<file path="src/mulUnit.sv">
`timescale 1ns/1ps
`default_nettype none

module mulUnit (
	input wire clock,
	input wire [31:0] srcA,	// Multiplicand
	input wire [31:0] srcB,	// Multiplier
	input wire isUnsigned,	// Zero-extend both sources
	output logic [63:0] product	// Valid 3 cycles after sources
);

	logic signed [32:0] aQ;	// Stage 1 operands, 33 bits cover both signs
	logic signed [32:0] bQ;
	logic signed [65:0] prodQ;	// Stage 2 full product

	always_ff @(posedge clock) begin
		aQ <= {srcA[31] & !isUnsigned, srcA};
		bQ <= {srcB[31] & !isUnsigned, srcB};
		prodQ <= aQ * bQ;
		product <= prodQ[63:0];	// Low 64 bits are exact either way
	end

endmodule

`default_nettype wire

</file>
<file path="config.mk">
export PLATFORM = sky130hd
export DESIGN_NAME = mulUnit
export DESIGN_NICKNAME = d
export VERILOG_FILES = /design/src/mulUnit.sv
export SDC_FILE = /design/constraint.sdc
export NUM_CORES = 2
export LEC_CHECK = 0
export BUFFER_PORTS_ARGS = -buffer_cell sky130_fd_sc_hd__buf_2
export CAP_MARGIN = 10
export CORE_ASPECT_RATIO = 0.5
export CORE_MARGIN = 5
export CORE_UTILIZATION = 55
export DETAILED_ROUTE_END_ITERATION = 7
export PLACE_DENSITY = 0.76
export SLEW_MARGIN = 30
export SYNTH_ARGS = -nofsm -noshare
export SYNTH_HDL_FRONTEND = slang
export SYNTH_SLANG_ARGS = --single-unit
</file>
<file path="constraint.sdc">
create_clock -name clock -period 21.6 [get_ports clock]
set_input_delay 1.08 -clock clock [delete_from_list [all_inputs] [get_ports clock]]
set_output_delay 1.08 -clock clock [all_outputs]
set_load 0.02 [all_outputs]
</file>
Yosys cells after proc, flatten, opt, wreduce, memory -nomap -nowiden
Cells that the tools add are included.

storage, ports and cells
  flip-flop bits (word level) = 194
  logic and storage cells = 8
  input bits = 66

cells by class
  multiply operators = 1
  bitwise operators = 2
  reductions and logical operators = 1

operators by type and width
  kind                          number
  multiplier 33 x 33 -> 64 bit  1
  bitwise AND 1 bit             2
  logical NOT 1 bit             1

Depth between registers and ports, before layout
  word-level depth = 2
  mapped depth = 29
  gate-level depth less buffers = 27

Least setup slack after synthesis
Ideal clock, no wire load.

  kind = flip-flop to flip-flop
  start = register bQ[1]
  end = register prodQ[61]
  path slack = 13,945 ps
  period minus slack after synthesis = 7,655 ps
  arrival = 7,534 ps
  required time = 21,480 ps
  buffers on the path = 2
  library setup time = 120 ps
  stages on the path, launching flop included = 26
  cells stage by stage = dfxtp_1 -> clkbuf_1 -> and2_1 -> fa_1 -> fa_1 -> fa_1 -> inv_1 -> fa_1 -> inv_1 -> fa_1 -> fa_1 -> fa_1 -> inv_1 -> fa_1 -> inv_1 -> ha_1 -> clkbuf_1 -> a21o_1 -> a21o_1 -> a21oi_1 -> and3_1 -> o211ai_1 -> o211ai_1 -> o31ai_1 -> o221ai_1 -> xnor2_1

on the way
  longest elaborated chain between the ends = 1

ends and longest elaborated chain
  item                          line  RTL
  start: declaration            13    logic signed [32:0] bQ;
  start signal: assignment      18    bQ <= {srcB[31] & !isUnsigned, srcB};
  multiplier 33 x 33 -> 64 bit  19    prodQ <= aQ * bQ;
  end signal: assignment        19
  end: declaration              14    logic signed [65:0] prodQ;

Every way passes these cells.

Worst setup path in the final report
  start = register aQ[32]
  end = register prodQ[61]

on the way
  longest elaborated chain between the ends = 1

ends and longest elaborated chain
  item                          line  RTL
  start: declaration            12    logic signed [32:0] aQ;
  start signal: assignment      17    aQ <= {srcA[31] & !isUnsigned, srcA};
  multiplier 33 x 33 -> 64 bit  19

Every way passes these cells.

==> results.md <==
- Outcome: finished, final reports clean
- Synthesized area per cell: 9.729 sq um
- Setup Total Neg Slack: 0 ps
- Clk slew on worst S/H paths: 100 ps
- Root Buffer: clkbuf_16
- Synth-to-Final Area Change: 5.183%
- WL/cell: just under 20 um
- Initial antenna violation count: 2
- Setup crit start kind: register
- Resized Gates After CTS: 0
- Worst Skew: between 20 and 30 ps
- Drt pass-1 iters: 6
- Number of global-route vias before repair: approximately 33k
- CTS tree: done
- TritonCTS buffer count: 17
- Final setup vio count: 0
- Synth Flop Type: dfxtp_1
- Arr. time, crit path: around 9100 ps
- Number of placed I/O pins: 130
- Register bit total from synthesis: approximately 190
- Die ar.: 82750 sq um
- Post-route ant nets: 0
- Row cnt: 71
- DRT iter0 DRCs: about 2.1k
- GPL Wtd Cong: 0.9193
- Synthesized area: 42220 sq um
- Most common cell after layout, fill and taps aside: fa_1
- Crit end category: register
- Yosys warning total: 0
- GRT Residual Overflow: 0
- Async SR Flop Fraction: 0
- Nets: around 5.7k
- F_max: roughly 120 MHz
- Final Cycle Share: 0.4004
- Largest net degree at the start of global routing: 35
- Die Wd: around 400 um
- Most frequent cells in the layout: 1125 x fa_1, 1080 x inv_1, 556 x nand2_1
- Max Cap Violations: 0
- Critical Path RT: ~22000 ps
- Placeable Area: 75600 sq um
- Seq/Total Area, Yosys: 0.09198
- Hpwl dp: 82800 um
- CTS H-tree depth: 4
- Clock Sinks: just under 200
- Post-layout min period: around 8600 ps
- Via count: 28.99k
- Detailed Route WL: 106100 um
- Syn Inst Count: 4340
- Hold_buf cts: 0
- Post-CTS Setup Inserts: 0
- Post-synth EDFFs: 0
- IO Port Bufs: 129
- DIE HEIGHT: 205.9 um
- Final Hold Vio Count: 0
- Max-slew violations: 0
- RSZ-0062 raised after global routing: no
- Worst hold path type: reg2reg
- Share of cells above drive strength 1: 0.05812
- Vias/cell: 5.405
- First-pass GRT wire length: approximately 180000 um
- Clock buffer depth: 2
- Starting Density: 0.5585
- Max-slew headroom: 0.2962
- Post-Syn Nets: between 5k and 6k
- Synth unique cells: 60
- DRC viols: 0
- Global-route usage over all layers: 0.2754
- Largest fanout on the critical path: 32
- Skew-Pair Late Insertion Delay: about 530 ps
- CP Class: reg2reg
- Worst Tran Pin Value: approximately 1100 ps
cell type report:
class / count / area (sq um)
inverter: 1080 / 4054
multi-input combinational: 2849 / 33470
clock buffer: 17 / 425.4
antenna: 5 / 12.51
clock inverter: 15 / 219.0
tap: 1022 / 1279
fill: 6374 / 31190
sequential: 194 / 3914
timing repair buffer: 181 / 1036
kinds of logic after synthesis:
group,synth area share
mux,0.0002371
fa+ha+maj,0.5962
compound gates,0.03120
flops,0.09198
xor+xnor,0.01618
buf+inv,0.1153
simple gates,0.1489
synthesized netlist by cell type, drive strengths merged, types with 2 or more instances:
master / instances / share of area
fa: 1125 / 0.53
inv: 1080 / 0.096
nand2: 556 / 0.049
and2: 554 / 0.082
clkbuf: 217 / 0.019
ha: 212 / 0.063
dfxtp: 194 / 0.092
a21oi: 58 / 0.0070
xnor2: 56 / 0.012
a21o: 34 / 0.0060
nor2b: 34 / 0.0050
nor2: 30 / 0.0027
o21ai: 30 / 0.0036
xor2: 22 / 0.0046
nand3: 18 / 0.0021
and3: 14 / 0.0022
a31oi: 11 / 0.0016
nand4: 11 / 0.0016
o211ai: 11 / 0.0022
o21bai: 10 / 0.0019
nand2b: 9 / 0.0013
nor3: 7 / 0.0011
o21a: 7 / 0.0012
a221oi: 5 / 0.0012
o31ai: 5 / 0.0013
a41oi: 3 / 0.00062
a2111oi: 2 / 0.00056
and4: 2 / 0.00041
o2111ai: 2 / 0.00041
o311ai: 2 / 0.00041
or3: 2 / 0.00030
path summary, 6_finish.rpt:
path	start	endpoint	slack, ps	cells after the start
min	prodQ[35]	product[35]	310	0
max	aQ[32]	prodQ[61]	12950	26
min reg2reg	prodQ[35]	product[35]	310	0
max reg2reg	aQ[32]	prodQ[61]	12950	26
routing by layer:
metal | share of wire | GRT usage
met4 | 0.053 | 0.1308
met3 | 0.086 | 0.06694
met1 | 0.37 | 0.3264
met5 | 0 | 0
met2 | 0.50 | 0.4788
critical path, stage by stage, from the launching register on:
cell      delay [ps]
dfxtp_1          330
buf_4            420
nand2_1          170
inv_1            170
fa_1             510
fa_1             570
fa_1             520
buf_4            240
inv_1            190
fa_1             800
inv_1            350
fa_1             550
fa_1             500
fa_1             490
inv_1             60
fa_1             470
inv_1             40
ha_1             360
a21o_1           210
a21o_1           170
a21oi_1          290
and3_1           210
o211ai_1          90
o211ai_1         310
o31ai_1          170
o221ai_1         230
xnor2_1          140
sequential cells by signal, summed over array words and instances (netlist names):
signal   count
aQ          33
bQ          33
prodQ       64
product     64
through the flow:
stage	instances	utilization	hold WS (ps)	setup slack, ps	area (sq um)
after floorplan	4340	-	309.6	13950	42220
after global placement	5326	0.5787	310.5	12860	43750
after detailed placement	5326	0.5787	312.1	12690	43750
after CTS	5358	0.5872	310.7	12630	44390
after global routing	5358	0.5873	321.0	12520	44400
final	5363	0.5875	306.3	12950	44410
Power is left out: the tool's default activity adds up to more than one toggle a clock period on the data nets, which glitch-free logic cannot reach.
