`src/exPkg.sv`:
```
`default_nettype none

package exPkg;

	typedef logic [5:0] regId_t;	// GPR index
	typedef logic [63:0] word_t;	// Data path word
	typedef logic [65:0] aluRes_t;	// Flags in 65:64, value in 63:0

	// Micro-command held in opUCmd[5:0]
	typedef enum logic [5:0] {
		NOP = 6'h00,	// Nothing to complete
		MOV_RM = 6'h01,	// Store Rm to memory
		MOV_MR = 6'h02,	// Load memory into Rm
		ALU3 = 6'h03,	// Three-operand ALU op
		ALUCMP = 6'h04,	// Compare, flags only
		MUL3 = 6'h05	// 32x32 multiply
	} uCmd_t;

	// Predicate held in opUCmd[7:6]
	typedef enum logic [1:0] {
		ALWAYS = 2'b00,	// Unconditional
		NEVER = 2'b01,	// Squashed
		IF_T = 2'b10,	// Run when SR.T set
		IF_F = 2'b11	// Run when SR.T clear
	} predMode_t;

endpackage

`default_nettype wire

```
`src/memPkg.sv`:
```
`default_nettype none

package memPkg;

	typedef logic [15:0] memAddr_t;	// Word address

	// Status returned on every memory bus
	typedef enum logic [1:0] {
		READY = 2'b00,	// Idle, no result
		DONE = 2'b01,	// Access complete, data valid
		HOLD = 2'b10,	// Still in progress
		FAULT = 2'b11	// Address out of range
	} memOk_t;

endpackage

`default_nettype wire

```
`src/memBusIf.sv`:
```
`timescale 1ns/1ps
`default_nettype none

interface memBusIf;

	logic req;	// Access request level
	logic we;	// Write when set
	memPkg::memAddr_t addr;	// Word address
	exPkg::word_t wData;	// Store data
	exPkg::word_t rData;	// Load data, valid on DONE
	memPkg::memOk_t ok;	// Access status

	// Requester side drives the access fields
	modport requester(output req, we, addr, wData, input rData, ok);

	// Arbiter side answers with data and status
	modport arbiter(input req, we, addr, wData, output rData, ok);

endinterface

`default_nettype wire

```
`src/memArbiter.sv`:
```
`timescale 1ns/1ps
`default_nettype none

module memArbiter #(
	parameter int unsigned memWords = 1024
) (
	input wire clock,
	input wire rst,
	memBusIf.arbiter exBus,	// EX2 stage port
	memBusIf.arbiter dbgBus,	// Debug port
	output logic ramReq,
	output logic ramWe,
	output memPkg::memAddr_t ramAddr,
	output exPkg::word_t ramWData,
	input wire exPkg::word_t ramRData,
	input wire memPkg::memOk_t ramOk
);

	typedef enum logic {IDLE, BUSY} arbState_t;

	arbState_t state;
	logic grantDbg;	// Current owner is the debug port
	logic lastDbg;	// Debug port won the last grant
	logic pickDbg;	// Winner if a grant happens now
	logic ramEnd;	// RAM reports DONE or FAULT

	always_comb begin
		pickDbg = dbgBus.req && (!exBus.req || !lastDbg);	// Alternate on contention
		ramEnd = (ramOk == memPkg::DONE) || (ramOk == memPkg::FAULT);
		ramReq = (state == BUSY);
		ramAddr = grantDbg ? dbgBus.addr : exBus.addr;
		ramWData = grantDbg ? dbgBus.wData : exBus.wData;
		ramWe = (grantDbg ? dbgBus.we : exBus.we) && (ramAddr < memWords);	// Write guard
		exBus.ok = exBus.req ? memPkg::HOLD : memPkg::READY;	// Waiting port sees HOLD
		dbgBus.ok = dbgBus.req ? memPkg::HOLD : memPkg::READY;
		if (state == BUSY) begin
			if (grantDbg)
				dbgBus.ok = ramOk;
			else
				exBus.ok = ramOk;
		end
	end

	assign exBus.rData = ramRData;	// Only meaningful on DONE
	assign dbgBus.rData = ramRData;

	always_ff @(posedge clock) begin
		if (rst) begin
			state <= IDLE;
			grantDbg <= 1'b0;
			lastDbg <= 1'b1;	// First contended grant goes to EX2
		end else begin
			case (state)
				IDLE: if (exBus.req || dbgBus.req) begin
					state <= BUSY;
					grantDbg <= pickDbg;
					lastDbg <= pickDbg;
				end
				default: if (ramEnd)
					state <= IDLE;	// Grant held for the whole access
			endcase
		end
	end

endmodule

`default_nettype wire

```
`src/flat_wrapper.sv`:
```
// flat-port wrapper written by rule: the top's interface ports become plain ports
module memArbiter_flat 
#(
	parameter int unsigned memWords = 1024
)
  (clock, rst, ramReq, ramWe, ramAddr, ramWData, ramRData, ramOk, exBus_req, exBus_we, exBus_addr, exBus_wData, exBus_rData, exBus_ok, dbgBus_req, dbgBus_we, dbgBus_addr, dbgBus_wData, dbgBus_rData, dbgBus_ok);
  memBusIf exBus_i ();
  memBusIf dbgBus_i ();
  input wire clock;
  input wire rst;
  output logic ramReq;
  output logic ramWe;
  output memPkg::memAddr_t ramAddr;
  output exPkg::word_t ramWData;
  input wire exPkg::word_t ramRData;
  input wire memPkg::memOk_t ramOk;
  input wire logic [$bits(exBus_i.req)-1:0] exBus_req;
  input wire logic [$bits(exBus_i.we)-1:0] exBus_we;
  input wire logic [$bits(exBus_i.addr)-1:0] exBus_addr;
  input wire logic [$bits(exBus_i.wData)-1:0] exBus_wData;
  output wire logic [$bits(exBus_i.rData)-1:0] exBus_rData;
  output wire logic [$bits(exBus_i.ok)-1:0] exBus_ok;
  input wire logic [$bits(dbgBus_i.req)-1:0] dbgBus_req;
  input wire logic [$bits(dbgBus_i.we)-1:0] dbgBus_we;
  input wire logic [$bits(dbgBus_i.addr)-1:0] dbgBus_addr;
  input wire logic [$bits(dbgBus_i.wData)-1:0] dbgBus_wData;
  output wire logic [$bits(dbgBus_i.rData)-1:0] dbgBus_rData;
  output wire logic [$bits(dbgBus_i.ok)-1:0] dbgBus_ok;
  assign exBus_i.req = exBus_req;
  assign exBus_i.we = exBus_we;
  assign exBus_i.addr = exBus_addr;
  assign exBus_i.wData = exBus_wData;
  assign exBus_rData = exBus_i.rData;
  assign exBus_ok = exBus_i.ok;
  assign dbgBus_i.req = dbgBus_req;
  assign dbgBus_i.we = dbgBus_we;
  assign dbgBus_i.addr = dbgBus_addr;
  assign dbgBus_i.wData = dbgBus_wData;
  assign dbgBus_rData = dbgBus_i.rData;
  assign dbgBus_ok = dbgBus_i.ok;
  memArbiter #(.memWords(memWords)) u_core (.clock(clock), .rst(rst), .exBus(exBus_i), .dbgBus(dbgBus_i), .ramReq(ramReq), .ramWe(ramWe), .ramAddr(ramAddr), .ramWData(ramWData), .ramRData(ramRData), .ramOk(ramOk));
endmodule
```
`config.mk`:
```
export PLATFORM = sky130hd
export DESIGN_NAME = memArbiter_flat
export DESIGN_NICKNAME = d
export VERILOG_FILES = /design/src/exPkg.sv /design/src/memPkg.sv /design/src/memBusIf.sv /design/src/memArbiter.sv /design/src/flat_wrapper.sv
export SDC_FILE = /design/constraint.sdc
export NUM_CORES = 1
export LEC_CHECK = 0
export ABC_CLOCK_PERIOD_IN_PS = 1300
export BUFFER_PORTS_ARGS = -buffer_cell sky130_fd_sc_hd__buf_4
export CORE_AREA = 2 2 173 175
export DETAILED_ROUTE_END_ITERATION = 12
export DIE_AREA = 0 0 175 177
export MAX_ROUTING_LAYER = met4
export PLACE_DENSITY = 0.31
export SYNTH_ARGS = -nofsm -noshare
export SYNTH_HDL_FRONTEND = slang
export SYNTH_SLANG_ARGS = --single-unit
```
`constraint.sdc`:
```
create_clock -name clock -period 1.3 [get_ports clock]
set_input_delay 0.26 -clock clock [delete_from_list [all_inputs] [get_ports clock]]
set_output_delay 0.26 -clock clock [all_outputs]
set_load 0.02 [all_outputs]
```
After elaboration in Yosys (flattened, before gate mapping)
Cells that the tools add are included.
Word-level totals
  register bits after elaboration: 3
  input port bits: 232
  output and inout bits: 214
  word-level logic and storage cells: 27
Operators by class
  order comparisons: 1
  eq/ne operators: 2
  muxes and demuxes: 12
  bitwise logic cells: 1
  reduce and logical (&&, ||, !) cells: 8
Operators with widths (count)
  $mux 64: 1
  $lt 16x11->1 const B: 1
  $mux 16: 1
  $mux 2: 6
  $mux 1: 4
  $logic_or 1x1->1: 3
  $eq 2x1->1 const B: 1
  $eq 2x2->1 const B: 1
  $logic_and 1x1->1: 2
  $logic_not 1->1: 2
  $reduce_and 2->1: 1
  $not 1->1: 1

Longest topological paths before layout
  word-level depth: 4
  mapped depth: 5
  gate-level depth less buffers: 3

Worst setup path before layout
Ideal clock, no wire load.
  path kind: reg2out
  start point: register u_core.grantDbg
  end point: output ramWe
  arrival: 1.276 ns
  required time: 1.040 ns
  setup slack: -0.236 ns
  cell stages (with the launch flop): 5
  path buffers: 1
  cell sequence: dfxtp_1 > buf_6 > mux2_4 > nor3_2 > nor4b_4
Between the ends
  longest elaborated chain between the ends: 3
  elaborated cells on any way between the ends: 4
  classes of those cells: order compare: 1; mux: 2; reduce/logical: 1
Ends and longest elaborated chain
  from (decl): line memArbiter.sv:22  | logic grantDbg;
  from (signal assigned): line memArbiter.sv:56  | grantDbg <= pickDbg;
  $mux 16: line memArbiter.sv:31  | ramAddr = grantDbg ? dbgBus.addr : exBus.addr;
  net ramAddr[10]: line flat_wrapper.sv:13  | output memPkg::memAddr_t ramAddr;
  $lt 16x11->1: line memArbiter.sv:33  | ramWe = (grantDbg ? dbgBus.we : exBus.we) && (ramAddr < memWords);
  $logic_and 1x1->1: line memArbiter.sv:33
  to (decl): line flat_wrapper.sv:12  | output logic ramWe;
The timed path passes the listed nets, and every way through them passes these cells.

Worst setup path after layout
  start point: register u_core.grantDbg
  end point: output ramWData[5]
Between the ends
  longest elaborated chain between the ends: 1
Ends and longest elaborated chain
  $mux 64: line memArbiter.sv:32  | ramWData = grantDbg ? dbgBus.wData : exBus.wData;
  to (decl): line flat_wrapper.sv:14  | output exPkg::word_t ramWData;
No other way between the ends.

==> qor.csv <==
stage,metric,value,unit
route,vias_per_cell,2.79,
logic_synthesis,ys_seq_area_share,2.78,%
grt,grt_pass1_wl,14100,um
cts,clock_path_buffers,2,
route,vias,2165,
logic_synthesis,syn_inst,243,
sta,min_period_over_period,141,%
floorplanning,io-pin-count,446,
power_and_ir_drop,vdd_drop_max,0.000285,V
floorplanning,initial_utilization,7.38,%
setup_path,worst_path_largest_cell_delay,400,ps
sta,tightest_slew,253,ps
sta,slew_headroom,83.1,%
setup_path,critPathKind,reg2out,
setup_path,worstPathArrival,1580,ps
placement,port_buffers,253,
placement,place_area,3910,um2
sta,fmax,544,MHz
sta,setup_viol,85,
cts,htree_num_levels,1,
setup_path,crit_path_start,u_core.grantDbg$_SDFFE_PP0P_,
floorplanning,fp.dieW,175,um
layout,drive_gt1_share,94.3,%
route,routed_wl,10800,um
placement,dp_cells,763,
grt,antenna_found_initial,0,
route,drc,0,
setup_path,slowest_stage,dfxtp_4,
setup_path,timing.critical_path.mode_cell,buf_4,
floorplanning,die_y,177,um
grt,grt_usage,6.02,%
sta,setup_ws,-537,ps
route,wl_per_cell,13.9,um
grt,grt_pass1_vias,2240,
setup_path,timing.rr.start,u_core.ramReq$_SDFF_PP0_,
cts,cts_tree,done,
cts,clk_pin_slew_worst_paths,30,ps
route,antenna_left,0,
setup_path,critPathMaxFanout,9,
sta,grt_setup_unrepaired,true,
setup_path,r2r_cells,2,
floorplanning,core_region_area,29200,um2
cts,cts_sinks,3,
layout,fin_area,4210,um2
floorplanning,fp-row-count,63,
logic_synthesis,syn-mean-instance-area,8.89,um2
run_status,status,"finished, violations left",
setup_path,worst-path-stages,5,
setup_path,critPathBufInv,4,
layout,final_nets,618,
logic_synthesis,yosysWarnings,0,
setup_path,crit_chain,"buf_4, buf_12, buf_6, mux2_2, buf_4",
placement,place_congestion,0.860,
logic_synthesis,netlist_area,2160,um2
power_and_ir_drop,power_density,570,nW/um2
min_path,hold_depth,2,
job,max-cap-violations,0,
setup_path,required,1040,ps
setup_path,crit_family,buffers and inverters,
setup_path,r2r_slack,330,ps
route,drt_iter0_markers,43,
cts,root_buffer,clkbuf_16,
run_status,violations,setup timing,
grt,grt_max_degree,16,
cts,clkLatencyLatePin,220,ps
layout,final_cells,775,
setup_path,cp-endpoint,ramWData[5],
power_and_ir_drop,p_leak,2.06,nW
cts,cts_buffers,3,
sta,drv_slew,0,
logic_synthesis,synth_cell_type_count,20,
layout,diodes,0,
floorplanning,die-area,31000,um2
setup_path,cp-start-kind,flip-flop,
sta,fin_crit,1840,ps
grt,grt-ovfl-total,0,
logic_synthesis,synth-seq-cells,3,
sta,finClkSkew,0.799,ps
layout,area_growth,95.1,%
route,dr.pass1.iters,4,
placement,dp_hpwl,9210,um
setup_path,crit_path_end_kind,output pin,
sta,finalHoldViolCount,0,
layout,fillers,3328,
min_path,hold_class,in2reg,
setup_path,reg2reg_to,u_core.lastDbg$_SDFFE_PP1P_,
logic_synthesis,synth_nets,475,
[Yosys cell counts]
cell	count	area [um2]
buf_4	135	1010
mux2_2	79	890
nand2_1	5	18.8
dfxtp_1	3	60.1
nor2_1	3	11.3
buf_6	2	22.5
inv_1	2	7.51
mux2_4	2	30.0
a211o_1	1	8.76
a32oi_1	1	8.76
and3_1	1	6.26
buf_2	1	5.00
nand2b_1	1	6.26
nand3b_1	1	7.51
nor3_2	1	10.0
nor3b_1	1	7.51
nor4b_4	1	23.8
o21ai_0	1	5.00
o31ai_1	1	7.51
o32a_1	1	10.0
[report_power, final]
part	internal (W)	switching [W]	leakage, nW
clock	0.000404	0.0000768	0.0382
combinational	0.00107	0.000730	2.00
sequential	0.000100	0.0000144	0.0256
[what timing repair did]
action,in CTS,in global routing
hold buffers,0,0
pin swaps,1,0
endpoints found under the setup margin,85,85
gates cloned,0,2
resized for setup,34,1
setup buffers,4,3
[per-stage QoR]
stage / total power, W / TNS [ps] / utilization [%] / setup slack [ps] / hold WS, ps
2_1_floorplan: 0.00154 / -4200 / - / -232 / 325
3_3_place_gp: 0.00182 / -14810 / 13.4 / -338 / 444
3_5_place_dp: 0.00182 / -16030 / 13.4 / -350 / 451
4_1_cts: 0.00240 / -33640 / 14.2 / -583 / 226
5_1_grt: 0.00251 / -43050 / 14.4 / -614 / 228
6_report: 0.00240 / -37970 / 14.4 / -537 / 220
[worst reg2reg max path, stage by stage (launching register included)]
cell and delay [ps]:
dfxtp_1 370, nand2b_1 200, a211o_1 290
[sequential cells by signal, summed over array words and instances (netlist names)]
| name | cells |
|---|---|
| u_core.grantDbg | 1 |
| u_core.lastDbg | 1 |
| u_core.ramReq | 1 |
[cell usage in the layout, fill, tap and decap left out, types with 2 or more instances in the layout]
master	instances
buf_12	3
buf_4	240
buf_6	31
clkbuf_16	5
dfxtp_1	2
inv_1	2
mux2_2	9
mux2_4	72
nand2_1	5
nor2_1	3
[logic make-up (layout without fill, tap and decap cells)]
family	count (synthesis)	in the layout	share of synthesized area (%)
AND/OR/NAND/NOR	14	14	4.23
multiplexers	81	81	42.6
AO/OA/AOI/OAI	5	5	1.85
flip-flops	3	3	2.78
buffers and inverters	140	282	48.6
[metal layers]
layer	up-vias	share of wire, %	wire length, um	GRT usage [%]
met1	1000	36	3880	6.48
met5	-	0	0	-
li1	973	-	-	-
met2	160	52	5550	10.8
met4	0	1.2	129	1.39
met3	32	11	1210	1.95
[cell type report]
class                      count  area (um2)  share of cell area, %
timing repair buffer         276        2260                   53.7
multi-input combinational    100        1310                   31.2
tap                          390         488                   11.6
clock buffer                   4        78.8                   1.87
sequential                     3        63.8                   1.51
inverter                       2        7.51                  0.178
[worst min-delay path by stage]
| stage | end | startpoint | slack, ps |
|---|---|---|---|
| floorplan | u_core.grantDbg$_SDFFE_PP0P_ | rst | 320 |
| global placement | u_core.ramReq$_SDFF_PP0_ | rst | 440 |
| detailed placement | u_core.ramReq$_SDFF_PP0_ | rst | 450 |
| CTS | u_core.ramReq$_SDFF_PP0_ | rst | 230 |
| global route | u_core.grantDbg$_SDFFE_PP0P_ | rst | 230 |
| finish | u_core.grantDbg$_SDFFE_PP0P_ | rst | 220 |
Note: power is estimated with default switching activity, not from simulation.
