$ cat config.mk
export PLATFORM = sky130hd
export DESIGN_NAME = exStage2_flat
export DESIGN_NICKNAME = d
export VERILOG_FILES = /design/src/exPkg.sv /design/src/memPkg.sv /design/src/memBusIf.sv /design/src/exStage2.sv /design/src/flat_wrapper.sv
export SDC_FILE = /design/constraint.sdc
export NUM_CORES = 1
export LEC_CHECK = 0
export ABC_AREA = 1
export ABC_CLOCK_PERIOD_IN_PS = 2900
export BUFFER_PORTS_ARGS = -buffer_cell sky130_fd_sc_hd__buf_2
export CAP_MARGIN = 20
export CELL_PAD_IN_SITES_DETAIL_PLACEMENT = 0
export CELL_PAD_IN_SITES_GLOBAL_PLACEMENT = 2
export CORE_AREA = 2 2 409 411
export CTS_CLUSTER_DIAMETER = 30
export DETAILED_ROUTE_END_ITERATION = 10
export DIE_AREA = 0 0 411 413
export PLACE_DENSITY_LB_ADDON = 0.1
export REMOVE_ABC_BUFFERS = 1
export SYNTH_ARGS = -nofsm -noshare
export SYNTH_HDL_FRONTEND = slang
export SYNTH_SLANG_ARGS = --single-unit
$ cat constraint.sdc
create_clock -name clock -period 2.9 [get_ports clock]
set_clock_uncertainty 0.15 [all_clocks]
set_input_delay 0.58 -clock clock [delete_from_list [all_inputs] [get_ports clock]]
set_output_delay 0.58 -clock clock [all_outputs]
set_load 0.05 [all_outputs]
$ cat src/exPkg.sv
`default_nettype none

package exPkg;

	typedef logic [5:0] regId_t;	// GPR index
	typedef logic [63:0] word_t;	// Data path word
	typedef logic [65:0] aluRes_t;	// Flags in 65:64, value in 63:0

	// Micro-command held in opUCmd[5:0]
	typedef enum logic [5:0] {
		NOP = 6'h00,	// Nothing to complete
		MOV_RM = 6'h01,	// Store Rm to memory
		MOV_MR = 6'h02,	// Load memory into Rm
		ALU3 = 6'h03,	// Three-operand ALU op
		ALUCMP = 6'h04,	// Compare, flags only
		MUL3 = 6'h05	// 32x32 multiply
	} uCmd_t;

	// Predicate held in opUCmd[7:6]
	typedef enum logic [1:0] {
		ALWAYS = 2'b00,	// Unconditional
		NEVER = 2'b01,	// Squashed
		IF_T = 2'b10,	// Run when SR.T set
		IF_F = 2'b11	// Run when SR.T clear
	} predMode_t;

endpackage

`default_nettype wire

$ cat src/memPkg.sv
`default_nettype none

package memPkg;

	typedef logic [15:0] memAddr_t;	// Word address

	// Status returned on every memory bus
	typedef enum logic [1:0] {
		READY = 2'b00,	// Idle, no result
		DONE = 2'b01,	// Access complete, data valid
		HOLD = 2'b10,	// Still in progress
		FAULT = 2'b11	// Address out of range
	} memOk_t;

endpackage

`default_nettype wire

$ cat src/memBusIf.sv
`timescale 1ns/1ps
`default_nettype none

interface memBusIf;

	logic req;	// Access request level
	logic we;	// Write when set
	memPkg::memAddr_t addr;	// Word address
	exPkg::word_t wData;	// Store data
	exPkg::word_t rData;	// Load data, valid on DONE
	memPkg::memOk_t ok;	// Access status

	// Requester side drives the access fields
	modport requester(output req, we, addr, wData, input rData, ok);

	// Arbiter side answers with data and status
	modport arbiter(input req, we, addr, wData, output rData, ok);

endinterface

`default_nettype wire

$ cat src/exStage2.sv
`timescale 1ns/1ps
`default_nettype none

module exStage2 (
	input wire clock,
	input wire rst,
	input wire [7:0] opUCmd,	// Predicate in 7:6, command in 5:0
	input wire [7:0] opUIxt,	// Sub-op selector
	input wire opBraFlush,	// Squash from branch
	input wire exPkg::regId_t regIdRm,	// Dest for ALU/MUL/load
	input wire exPkg::word_t regValRm,	// Store data
	input wire exPkg::word_t regValRs,	// Source A value
	input wire exPkg::word_t regValRt,	// Source B value
	input wire exPkg::regId_t regIdRn1,	// EX1 destination
	input wire exPkg::word_t regValRn1,
	input wire exPkg::aluRes_t regValAluRes,
	input wire exPkg::word_t regValMulRes,
	input wire memPkg::memAddr_t memAddr,	// Effective address from EX1
	input wire exPkg::word_t regInDlr,
	input wire exPkg::word_t regInDhr,
	input wire exPkg::word_t regInSr,
	output logic exHold,
	output logic exFault,
	output exPkg::regId_t regIdRn2,
	output exPkg::word_t regValRn2,
	output exPkg::word_t regOutDlr,
	output exPkg::word_t regOutDhr,
	output exPkg::word_t regOutSr,
	memBusIf.requester bus
);

	exPkg::uCmd_t cmd;	// Command after predication
	logic opEnable;
	logic memOp;	// Load or store in flight
	logic memEnd;	// Bus reports DONE or FAULT
	logic [1:0] holdCyc;	// Cycles spent in hold

	// Predicate against SR.T, flush overrides
	always_comb begin
		case (exPkg::predMode_t'(opUCmd[7:6]))
			exPkg::ALWAYS: opEnable = 1'b1;
			exPkg::NEVER: opEnable = 1'b0;
			exPkg::IF_T: opEnable = regInSr[0];
			default: opEnable = !regInSr[0];	// IF_F
		endcase
		if (opBraFlush)
			opEnable = 1'b0;
		cmd = opEnable ? exPkg::uCmd_t'(opUCmd[5:0]) : exPkg::NOP;
	end

	always_comb begin
		regIdRn2 = regIdRn1;	// Forward by default
		regValRn2 = regValRn1;
		regOutDlr = regInDlr;
		regOutDhr = regInDhr;
		regOutSr = regInSr;
		exHold = 1'b0;
		exFault = 1'b0;
		memOp = 1'b0;
		bus.we = 1'b0;
		memEnd = (bus.ok == memPkg::DONE) || (bus.ok == memPkg::FAULT);

		case (cmd)
			exPkg::MOV_RM: begin
				memOp = 1'b1;
				bus.we = 1'b1;
			end
			exPkg::MOV_MR: begin
				memOp = 1'b1;
				if (bus.ok == memPkg::DONE) begin	// Fault leaves Rn1 forwarded
					regIdRn2 = regIdRm;
					regValRn2 = bus.rData;
				end
			end
			exPkg::ALU3: begin
				regIdRn2 = regIdRm;
				regValRn2 = regValAluRes[63:0];
				regOutSr[1:0] = regValAluRes[65:64];	// S and T flags
			end
			exPkg::ALUCMP: begin
				regOutSr[1:0] = regValAluRes[65:64];
			end
			exPkg::MUL3: begin
				if (holdCyc != 2'd3)
					exHold = 1'b1;	// Wait out the multiplier pipe
				case (opUIxt[1:0])
					2'b00: begin
						regIdRn2 = regIdRm;
						regValRn2 = {{32{regValMulRes[31]}}, regValMulRes[31:0]};
					end
					2'b01: begin
						regIdRn2 = regIdRm;
						regValRn2 = {32'd0, regValMulRes[31:0]};
					end
					2'b10: begin
						regOutDlr = {32'd0, regValMulRes[31:0]};
						regOutDhr = {{32{regValMulRes[63]}}, regValMulRes[63:32]};
					end
					default: begin	// Both halves unsigned
						regOutDlr = {32'd0, regValMulRes[31:0]};
						regOutDhr = {32'd0, regValMulRes[63:32]};
					end
				endcase
			end
			default: begin	// Unhandled commands act as NOP
			end
		endcase

		if (memOp) begin
			exHold = !memEnd;	// Stall until the bus finishes
			exFault = (bus.ok == memPkg::FAULT);	// Only for the faulting cycle
		end
	end

	assign bus.req = memOp;	// Held while EX1 holds the op
	assign bus.addr = memAddr;
	assign bus.wData = regValRm;

	always_ff @(posedge clock) begin
		if (rst)
			holdCyc <= 2'd0;
		else if (exHold)
			holdCyc <= holdCyc + 2'd1;
		else
			holdCyc <= 2'd0;	// Each op starts from zero
	end

endmodule

`default_nettype wire

$ cat src/flat_wrapper.sv
// flat-port wrapper written by rule: the top's interface ports become plain ports
module exStage2_flat 
  (clock, rst, opUCmd, opUIxt, opBraFlush, regIdRm, regValRm, regValRs, regValRt, regIdRn1, regValRn1, regValAluRes, regValMulRes, memAddr, regInDlr, regInDhr, regInSr, exHold, exFault, regIdRn2, regValRn2, regOutDlr, regOutDhr, regOutSr, bus_req, bus_we, bus_addr, bus_wData, bus_rData, bus_ok);
  memBusIf bus_i ();
  input wire clock;
  input wire rst;
  input wire [7:0] opUCmd;
  input wire [7:0] opUIxt;
  input wire opBraFlush;
  input wire exPkg::regId_t regIdRm;
  input wire exPkg::word_t regValRm;
  input wire exPkg::word_t regValRs;
  input wire exPkg::word_t regValRt;
  input wire exPkg::regId_t regIdRn1;
  input wire exPkg::word_t regValRn1;
  input wire exPkg::aluRes_t regValAluRes;
  input wire exPkg::word_t regValMulRes;
  input wire memPkg::memAddr_t memAddr;
  input wire exPkg::word_t regInDlr;
  input wire exPkg::word_t regInDhr;
  input wire exPkg::word_t regInSr;
  output logic exHold;
  output logic exFault;
  output exPkg::regId_t regIdRn2;
  output exPkg::word_t regValRn2;
  output exPkg::word_t regOutDlr;
  output exPkg::word_t regOutDhr;
  output exPkg::word_t regOutSr;
  output wire logic [$bits(bus_i.req)-1:0] bus_req;
  output wire logic [$bits(bus_i.we)-1:0] bus_we;
  output wire logic [$bits(bus_i.addr)-1:0] bus_addr;
  output wire logic [$bits(bus_i.wData)-1:0] bus_wData;
  input wire logic [$bits(bus_i.rData)-1:0] bus_rData;
  input wire logic [$bits(bus_i.ok)-1:0] bus_ok;
  assign bus_req = bus_i.req;
  assign bus_we = bus_i.we;
  assign bus_addr = bus_i.addr;
  assign bus_wData = bus_i.wData;
  assign bus_i.rData = bus_rData;
  assign bus_i.ok = bus_ok;
  exStage2 u_core (.clock(clock), .rst(rst), .opUCmd(opUCmd), .opUIxt(opUIxt), .opBraFlush(opBraFlush), .regIdRm(regIdRm), .regValRm(regValRm), .regValRs(regValRs), .regValRt(regValRt), .regIdRn1(regIdRn1), .regValRn1(regValRn1), .regValAluRes(regValAluRes), .regValMulRes(regValMulRes), .memAddr(memAddr), .regInDlr(regInDlr), .regInDhr(regInDhr), .regInSr(regInSr), .exHold(exHold), .exFault(exFault), .regIdRn2(regIdRn2), .regValRn2(regValRn2), .regOutDlr(regOutDlr), .regOutDhr(regOutDhr), .regOutSr(regOutSr), .bus(bus_i));
endmodule
# --- Yosys cells after proc, flatten, opt, wreduce, memory -nomap -nowiden ---
# Index checks and enable logic that the tools add are counted.
classes:
  n_bitwise: 1
  addsub: 1
  n_reduce_logical: 9
  mux: 20
  n_eq_ne: 12
ops:
  columns: ["operator", "n"]
  rows:
  - ["$mux W64", 4]
  - ["$pmux W64 S2", 2]
  - ["$pmux W64 S3", 1]
  - ["$mux W6", 3]
  - ["$pmux W6 S3", 1]
  - ["$eq A6 B2 Y1 const B", 2]
  - ["$eq A6 B3 Y1 const B", 2]
  - ["$reduce_or A2 Y1", 4]
  - ["$mux W1", 7]
  - ["$eq A2 B1 Y1 const B", 3]
  - ["$eq A2 B2 Y1 const B", 3]
  - ["$eq A6 B1 Y1 const B", 1]
  - ["$logic_not A2 Y1", 2]
  - ["$pmux W1 S3", 1]
  - ["$add A2 B1 Y2 const B", 1]
  - ["$logic_not A1 Y1", 2]
  - ["$mux W2", 1]
  - ["$ne A2 B2 Y1 const B", 1]
  - ["$logic_or A1 B1 Y1", 1]
  - ["$not A1 Y1", 1]
totals:
  ff_bits: 2
  word_cells: 44
  out_inout_bits: 346
  in_bits: 691

# --- Longest topological paths before layout ---
# Gate-level depths: netlist of the first run.
depth:
  depth_word: 10
  depth_mapped: 12
  depth_no_buf: 10

# --- Least setup slack after synthesis of the first run ---
# OpenSTA, ideal clock, no wires.
synth_timing:
  path_kind: "in2out"
  start: "input regInSr[0]"
  end: "output exFault"
  path_stages: 8
  path_buffers: 1
  arrival_time_ns: 2.335
  t_required_ns: 2.170
  path_slack_ns: -0.165
  cell_sequence: "inv_1 -> a21oi_1 -> nor2_2 -> buf_2 -> nand3_1 -> nand2_1 -> nand2_1 -> nor2_1"
synth_via:
  elab_chain_cells: 8
  word_cells_on_any_way: 9
  classes_between: "2 x eq/ne; 5 x mux; 2 x reduce/logical"
synth_lines:
  columns: ["element", "line", "rtl"]
  rows:
  - ["from (decl)", "flat_wrapper.sv:21", "input wire exPkg::word_t regInSr;"]
  - ["$logic_not A1 Y1", "exStage2.sv:44", "default: opEnable = !regInSr[0];"]
  - ["$pmux W1 S3 (*)", "exStage2.sv:40", "case (exPkg::predMode_t'(opUCmd[7:6]))"]
  - ["$mux W1 (*)", "exStage2.sv:46", "if (opBraFlush)"]
  - ["$mux W6 (*)", "exStage2.sv:48", "cmd = opEnable ? exPkg::uCmd_t'(opUCmd[5:0]) : exPkg::NOP;"]
  - ["$eq A6 B1 Y1 / $eq A6 B2 Y1 (equally long branches)", "exStage2.sv:63", "case (cmd)"]
  - ["$reduce_or A2 Y1 (no source line) (*)", null, null]
  - ["$mux W1 (*)", "exStage2.sv:63", null]
  - ["net bus_req", "flat_wrapper.sv:29", "output wire logic [$bits(bus_i.req)-1:0] bus_req;"]
  - ["$mux W1 (*)", "exStage2.sv:109", "if (memOp) begin"]
  - ["to (decl)", "flat_wrapper.sv:23", "output logic exFault;"]
# Mark *: on every way through the listed nets, which the timed path passes. The rest lies on a longest branch.

# --- Worst setup path in the final report of the first run ---
layout_timing:
  start: "input regInSr[0]"
  end: "output regOutDhr[49]"
layout_via:
  elab_chain_cells: 6
layout_lines:
  columns: ["element", "line", "rtl"]
  rows:
  - ["$logic_not A1 Y1", "exStage2.sv:44", null]
  - ["$pmux W1 S3 (*)", "exStage2.sv:40", null]
  - ["$mux W1 (*)", "exStage2.sv:46", null]
  - ["$mux W6 (*)", "exStage2.sv:48", null]
  - ["$eq A6 B3 Y1 (*)", "exStage2.sv:63", null]
  - ["$mux W64 (*)", "exStage2.sv:63", null]
  - ["to (decl)", "flat_wrapper.sv:27", "output exPkg::word_t regOutDhr;"]
# Mark *: on every way between the ends. The rest lies on a longest branch, timed or not.

==> results of run 1 <==
-- cell families after synthesis --
logic type | Yosys count | share of synthesized area [%]
buf+inv | 376 | 33.3
flops | 2 | 0.664
compound gates | 180 | 16.1
fa+ha+maj | 1 | 0.208
simple gates | 740 | 49.7
-- cells in the mapped netlist --
cell and count:
nor2_1 98, a21oi_1 3, nand2_2 1, ha_1 1
buf_1 2, clkinv_1 2, o21ai_2 1, nand4_1 40
nor3_4 1, o211ai_1 26, o21ai_0 150, buf_4 146
nor2_2 3, nand2_1 524, dfxtp_1 2, buf_6 1
nand3_2 1, clkbuf_1 49, inv_1 139, nand3_1 72
buf_2 34, inv_2 3
-- stage by stage --
| step | cells | hold slack [ns] | util [%] | power (mW) | instance area [µm²] |
|---|---|---|---|---|---|
| finish | 4070 | 0.270 | 10.4 | 2.46 | 17300 |
| global route | 4065 | 0.310 | 10.4 | 2.60 | 17300 |
| CTS | 4039 | 0.271 | 9.29 | 2.34 | 15400 |
| detailed placement | 3989 | 0.267 | 7.43 | 1.80 | 12300 |
| global placement | 3989 | 0.259 | 7.43 | 1.81 | 12300 |
| floorplan | 1067 | 0.248 | - | 0.858 | 4560 |
-- final timing paths --
check / startpoint / end / slack [ns] / depth (start not counted)
worst max-delay path: regInSr[0] / regOutDhr[49] / -0.23 / 14
worst min register to register: u_core.holdCyc[0]$_SDFF_PP0_ / u_core.holdCyc[0]$_SDFF_PP0_ / 0.27 / 1
worst min-delay path: u_core.holdCyc[0]$_SDFF_PP0_ / u_core.holdCyc[0]$_SDFF_PP0_ / 0.27 / 1
worst max register to register: u_core.holdCyc[0]$_SDFF_PP0_ / u_core.holdCyc[0]$_SDFF_PP0_ / 1.65 / 8
-- layout make-up --
class	instances	area, µm²
Fill cell	19535	149000
Multi-Input combinational cell	921	6020
Inverter	144	594
Clock buffer	3	75.1
Tap cell	2204	2760
Sequential cell	2	40.0
Timing Repair Buffer	788	7790
Antenna cell	8	20.0
-- cell usage in the layout (no fill, tap or decap), types with 2 or more instances in the layout --
cell / n
dfxtp_1: 2
nand3_1: 10
nor2_1: 59
nand2_2: 82
nand3_4: 26
inv_1: 134
buf_2: 413
diode_2: 8
o211ai_1: 26
nand4_1: 40
nand2_1: 333
buf_4: 63
inv_2: 3
nand2_4: 105
o21ai_4: 12
buf_8: 92
nor2_2: 24
o21ai_2: 35
o21ai_1: 49
buf_6: 90
a21oi_1: 2
nand2_8: 5
buf_12: 94
nor2_4: 18
nand3_2: 37
buf_16: 26
clkbuf_16: 12
o21ai_0: 55
-- metal layers --
layer | up-vias | GRT usage (%)
met1 | 5410 | 14.9
met5 | - | 9.02
met3 | 125 | 10.8
met2 | 921 | 16.5
li1 | 5062 | -
met4 | 64 | 0.884
-- repair_timing --
action | in CTS | in global routing
pin swaps | 21 | 28
gates cloned | 23 | 11
endpoints found under the setup margin | 204 | 203
gates resized for setup | 644 | 468
hold buffers | 0 | 0
setup buffers | 24 | 18
-- where the power goes --
part / switching (mW) / internal [mW]
sequential: 0.0000348 / 0.0278
clock: 0.0297 / 0.175
combinational: 1.32 / 0.905
total: 1.35 / 1.11
==> impl_metrics.csv, run 1 <==
group,metric,value,unit
outcome,violations,"setup timing",
setup_path,path_buf_inv,8,
route,postRouteAntennaNets,0,
floorplanning,die_h,413,µm
route,drt_first_iter_violations,662,
route,drc,0,
layout,final_nets,2552,
timing,hold_viol_final,0,
pwr,power-per-cell-area,142,nW/µm²
global_route,vias_in_the_first_global_route,11246,
clock_network,clkTransAtPathRegs,0.03,ns
timing,maxClockFrequency,319,MHz
floorplanning,fp.coreArea,166000,µm²
logic_synthesis,synthesis_stage_register_bit_count,2,
layout,top_regs,"u_core.holdCyc x2",
timing,fin_setup_tns,-30.36,ns
floorplanning,io_pins,1037,
outcome,outcome,"complete, but fails checks",
hold_path,timing.hold.worst.class,"reg -> reg",
route,via_per_inst,2.85,
placed_design,io_buffers,618,
logic_synthesis,synthCells,1299,
logic_synthesis,yosysSeqAreaShare,0.664,%
clock_network,cts_made_buffers,3,
setup_path,worst_path_largest_cell_delay,0.25,ns
clock_network,clock_tree.htree_level_count,1,
setup_path,timing.critical_path.cells,"buf_6 -> clkinvlp_4 -> buf_12 -> nand3_2 -> nand2_2 -> nor2_4 -> buf_12 -> nand3_4 -> buf_12 -> buf_12 -> buf_16 -> o21ai_0 -> nand2_2 -> buf_6",
timing,max_slew_margin_vs_limit,78.0,%
pwr,static-leakage-power,7.78,nW
route,drt_wl_cell,28.0,µm
setup_path,cp-end-kind,"primary output",
global_route,track_usage,12.5,%
setup_path,most_frequent_cell_on_the_critical_path,"buf_12",
clock_network,clock_tree.root_cell,"clkbuf_16",
run,max-cap-violations,0,
clock_network,numClockSinks,2,
clock_network,cts_tree,"built",
placed_design,globalplace.congestion,0.728,
setup_path,critPathLaunchType,"input port",
setup_path,worst-endpoint-arrival,2.40,ns
setup_path,critPathRequiredTime,2.17,ns
global_route,maximum_number_of_pins_on_one_net_before_global_route_repair,47,
timing,rsz0062_at_grt,"true",
logic_synthesis,yosysWarningCount,0,
logic_synthesis,syn_area,6030,µm²
logic_synthesis,synth_top_area_share,32.6,%
timing,drv_slew,0,
layout,top_register,"u_core.holdCyc",
timing,final_period_minus_worst_setup_slack,3.13,ns
setup_path,critical_path_peak_fanout,18,
timing,finalCritPeriodShare,108,%
route,vias,11582,
logic_synthesis,synth_area_per_cell,4.64,µm²
clock_network,cts_buffer_depth,2,
logic_synthesis,synth_cell_types,22,
logic_synthesis,yosysTopAreaCell,"nand2_1",
setup_path,cp_top_family,"buffers and inverters",
setup_path,slowest_stage,"o21ai_0",
global_route,grt_antenna_before_repair,49,
floorplanning,floorplan.initialDensity,3.63,%
timing,least_margin_pin_slew,0.330,ns
floorplanning,fp.dieArea,170000,µm²
timing,layout_setup_ws,-0.230,ns
layout,ratio_of_cells_with_drive_above_1_in_the_final_layout,61.7,%
route,route.met2.wl,43400,µm
layout,area_growth,187,%
route,drt-total-wl,114000,µm
placed_design,place_ws,-0.948,ns
setup_path,worstSetupPathType,"in -> out",
floorplanning,floorplan.rows,150,
route,routedLengthMet1,46600,µm
layout,largest_register_ffs,2,
global_route,grt_pass1_wl,137000,µm
floorplanning,die_width,411,µm
placed_design,hpwl,85100,µm
timing,setup-violations-final,201,
logic_synthesis,synth_top_cells_by_area,"nand2_1 (33%), buf_4 (18%), o21ai_0 (12%), inv_1 (8.7%), nor2_1 (6.1%)",
route,wl_met3,20200,µm
route,drt_pass1_iterations,5,
route,route.top_layer_used,"met5",
global_route,grt_overflow_total,0,
clock_network,insertion_delay,0.22,ns
pwr,max-vdd-ir-drop,0.314,mV
Note: power is estimated with default switching activity, not from simulation.
==> run 2, diff against run 1 <==
--- a/config.mk
+++ b/config.mk
@@ -7,7 +7,7 @@
 export LEC_CHECK = 0
 export ABC_AREA = 1
 export ABC_CLOCK_PERIOD_IN_PS = 2900
-export BUFFER_PORTS_ARGS = -buffer_cell sky130_fd_sc_hd__buf_2
+export BUFFER_PORTS_ARGS = -buffer_cell sky130_fd_sc_hd__buf_4
 export CAP_MARGIN = 20
 export CELL_PAD_IN_SITES_DETAIL_PLACEMENT = 0
 export CELL_PAD_IN_SITES_GLOBAL_PLACEMENT = 2
==> run 2 against run 1 <==
  * The run still ends with setup timing left
  * Critical endpoint is now regValRn2[27]
  * Register-to-register slack improved by 0.10 ns
  * Clock power about the same
  * Highest routed layer unchanged
  * Worst hold slack got worse by 0.0015 ns
  * Power increased by 2.1%
  * Worst setup slack got worse by 0.032 ns
  * Via count decreased by 2.9%
  * Maximum frequency decreased by 1.0%
  * Utilization increased by 0.16 points
  * Count of clock-buffer cells in the layout unchanged
  * Critical path type unchanged
  * Critical path depth increased by 2
  * Routed wire length decreased by 1.1%
  * Sequential cell count unchanged
==> impl_metrics.csv, run 2 (synthesized netlist as in run 1, its figures left out) <==
group,metric,value,unit
layout,design_area,17600,µm²
timing,fin_hold_ws,0.269,ns
route,drt_wl_cell,27.8,µm
route,drt-total-wl,113000,µm
clock_network,cts_buffer_depth,2,
timing,layout_setup_ws,-0.262,ns
clock_network,post_cts_hold_buffer_count,0,
global_route,vias_in_the_first_global_route,11094,
pwr,netSwitchingPower,1.30,mW
pwr,intPower,1.20,mW
setup_path,slowest_stage,"a21oi_4",
layout,final_nets,2536,
clock_network,cts_made_buffers,3,
floorplanning,io_pins,1037,
setup_path,timing.critical_path.cells,"buf_6 -> clkinvlp_4 -> a21oi_4 -> nor2_4 -> buf_12 -> buf_12 -> buf_12 -> nand2_8 -> nand2_4 -> o21ai_4 -> buf_12 -> buf_8 -> buf_16 -> nand2_4 -> nand3_2 -> buf_8",
layout,top_regs,"u_core.holdCyc x2",
layout,finish.utilization,10.6,%
timing,hold_viol_final,0,
timing,max_slew_margin_vs_limit,72.4,%
hold_path,hold-path-cell-count,1,
layout,top_register,"u_core.holdCyc",
setup_path,rr_worst_depth,7,
floorplanning,die_width,411,µm
pwr,static-leakage-power,7.84,nW
setup_path,most_frequent_cell_on_the_critical_path,"buf_12",
hold_path,worstHoldEndpoint,"u_core.holdCyc[0]$_SDFF_PP0_",
timing,rsz0062_at_grt,"true",
placed_design,dpl-instance-area,13100,µm²
floorplanning,fp.coreArea,166000,µm²
pwr,p_clk_share,8.2,%
layout,largest_register_ffs,2,
floorplanning,floorplan.initialDensity,3.63,%
pwr,max-vdd-ir-drop,0.645,mV
timing,least_margin_pin_slew,0.413,ns
pwr,power_switching_share,52.0,%
route,drt_pass1_iterations,5,
timing,drv_slew,0,
timing,maxClockFrequency,316,MHz
route,vias,11247,
setup_path,worstSetupPathType,"in -> out",
outcome,violations,"setup timing",
pwr,power_frac_seq,1.1,%
layout,layout_commonest_cell,"buf_4",
run,max-cap-violations,0,
hold_path,hold_path.startpoint,"u_core.holdCyc[0]$_SDFF_PP0_",
route,drt_first_iter_violations,633,
timing,finalCritPeriodShare,109,%
setup_path,path_buf_inv,9,
clock_network,insertion_delay,0.22,ns
setup_path,critPathLaunchType,"input port",
setup_path,cp-end-kind,"primary output",
timing,setup-violations-final,203,
setup_path,worst-r2r-setup-slack,1.75,ns
clock_network,clock_tree.root_cell,"clkbuf_16",
route,postRouteAntennaNets,0,
setup_path,worst-endpoint-arrival,2.43,ns
floorplanning,fp.dieArea,170000,µm²
placed_design,io_buffers,618,
global_route,grt_overflow_total,0,
clock_network,numClockSinks,2,
outcome,outcome,"complete, but fails checks",
pwr,post_route_total_power,2.51,mW
floorplanning,floorplan.rows,150,
setup_path,critical_path_peak_fanout,5,
placed_design,place_ws,-0.702,ns
global_route,maximum_number_of_pins_on_one_net_before_global_route_repair,48,
global_route,grt_pass1_wl,134000,µm
setup_path,critical_path.reg2reg.startpoint,"u_core.holdCyc[0]$_SDFF_PP0_",
pwr,power-per-cell-area,143,nW/µm²
setup_path,worst_path_largest_cell_delay,0.19,ns
placed_design,globalplace.congestion,0.701,
setup_path,worst_r2r_endpoint,"u_core.holdCyc[0]$_SDFF_PP0_",
floorplanning,die_h,413,µm
setup_path,path_depth,16,
timing,final_period_minus_worst_setup_slack,3.16,ns
layout,most-common-layout-cells,"buf_4 (477), nand2_1 (364), inv_1 (129)",
global_route,grt_antenna_before_repair,17,
global_route,track_usage,12.3,%
clock_network,cts_tree,"built",
layout,ratio_of_cells_with_drive_above_1_in_the_final_layout,58.5,%
route,via_per_inst,2.78,
pwr,combinationalPowerShare,90.7,%
placed_design,hpwl,85500,µm
clock_network,clkTransAtPathRegs,0.03,ns
setup_path,cp_top_family,"buffers and inverters",
route,drc,0,
hold_path,timing.hold.worst.class,"reg -> reg",
layout,area_growth,191,%
clock_network,clock_tree.htree_level_count,1,
setup_path,critPathRequiredTime,2.17,ns
==> run 2: cell types whose count changed in the layout (fill, tap and decap cells not counted), moves of 22 or more <==
| cell | change |
|---|---|
| buf_4 | +414 |
| buf_2 | -413 |
| o21ai_0 | +52 |
| buf_12 | -36 |
| nand2_1 | +31 |
| o21ai_1 | -22 |
==> run 2: worst max-delay path by stage <==
stage,start,slack (ns),endpoint
2_1_floorplan,regInSr[0],-4.60,regOutDhr[32]
3_3_place_gp,regInSr[0],-0.71,regOutDlr[56]
3_5_place_dp,regInSr[0],-0.70,regOutDlr[10]
4_1_cts,regInSr[0],-0.40,regOutDlr[30]
5_1_grt,regInSr[0],-0.40,regOutDlr[55]
6_report,regInSr[0],-0.26,regValRn2[27]
==> run 2: power by group through the flow <==
stage	combinational, mW	clock, mW	sequential [mW]
floorplan	0.830	0	0.0282
global placement	1.91	0	0.0282
detailed placement	1.90	0	0.0282
CTS	2.09	0.207	0.0278
global route	2.42	0.211	0.0278
finish	2.27	0.204	0.0278
==> run 2: worst reg2reg max path, delay by kind of cell (launching register included) <==
| kind | cells | cell delay, ns |
|---|---|---|
| buffers and inverters | 2 | 0.17 |
| adder cells (fa/ha/maj) | 1 | 0.15 |
| AND/OR/NAND/NOR | 4 | 0.25 |
| flip-flops | 1 | 0.32 |
==> run 2: area by class of cell <==
cell class / count / area (µm²)
Fill cell: 19499 / 148000
Timing Repair Buffer: 772 / 8360
Multi-Input combinational cell: 921 / 5740
Tap cell: 2204 / 2760
Inverter: 144 / 577
Clock buffer: 3 / 75.1
Sequential cell: 2 / 40.0
Antenna cell: 5 / 12.5
==> run 2: per-stage QoR <==
stage,setup TNS (ns),instances
floorplan,-601.42,1067
global placement,-109.56,3982
detailed placement,-109.55,3982
CTS,-70.20,4032
global route,-67.08,4047
finish,-35.84,4051
==> run 2: per-layer routing <==
metal / up-vias / part of all wire [%] / global-route usage [%]
met2: 833 / 39 / 16.3
met4: 46 / 0.70 / 0.859
met1: 5283 / 41 / 14.4
met5: - / 2.0 / 9.41
li1: 5025 / - / -
met3: 60 / 18 / 10.7
==> run 2: repair_timing <==
action                     4_1_cts  5_1_grt
setup buffers                   27       10
setup endpoints to repair      204      204
gates resized for setup        346      534
cloned                          21       13
pin swaps                       13       40
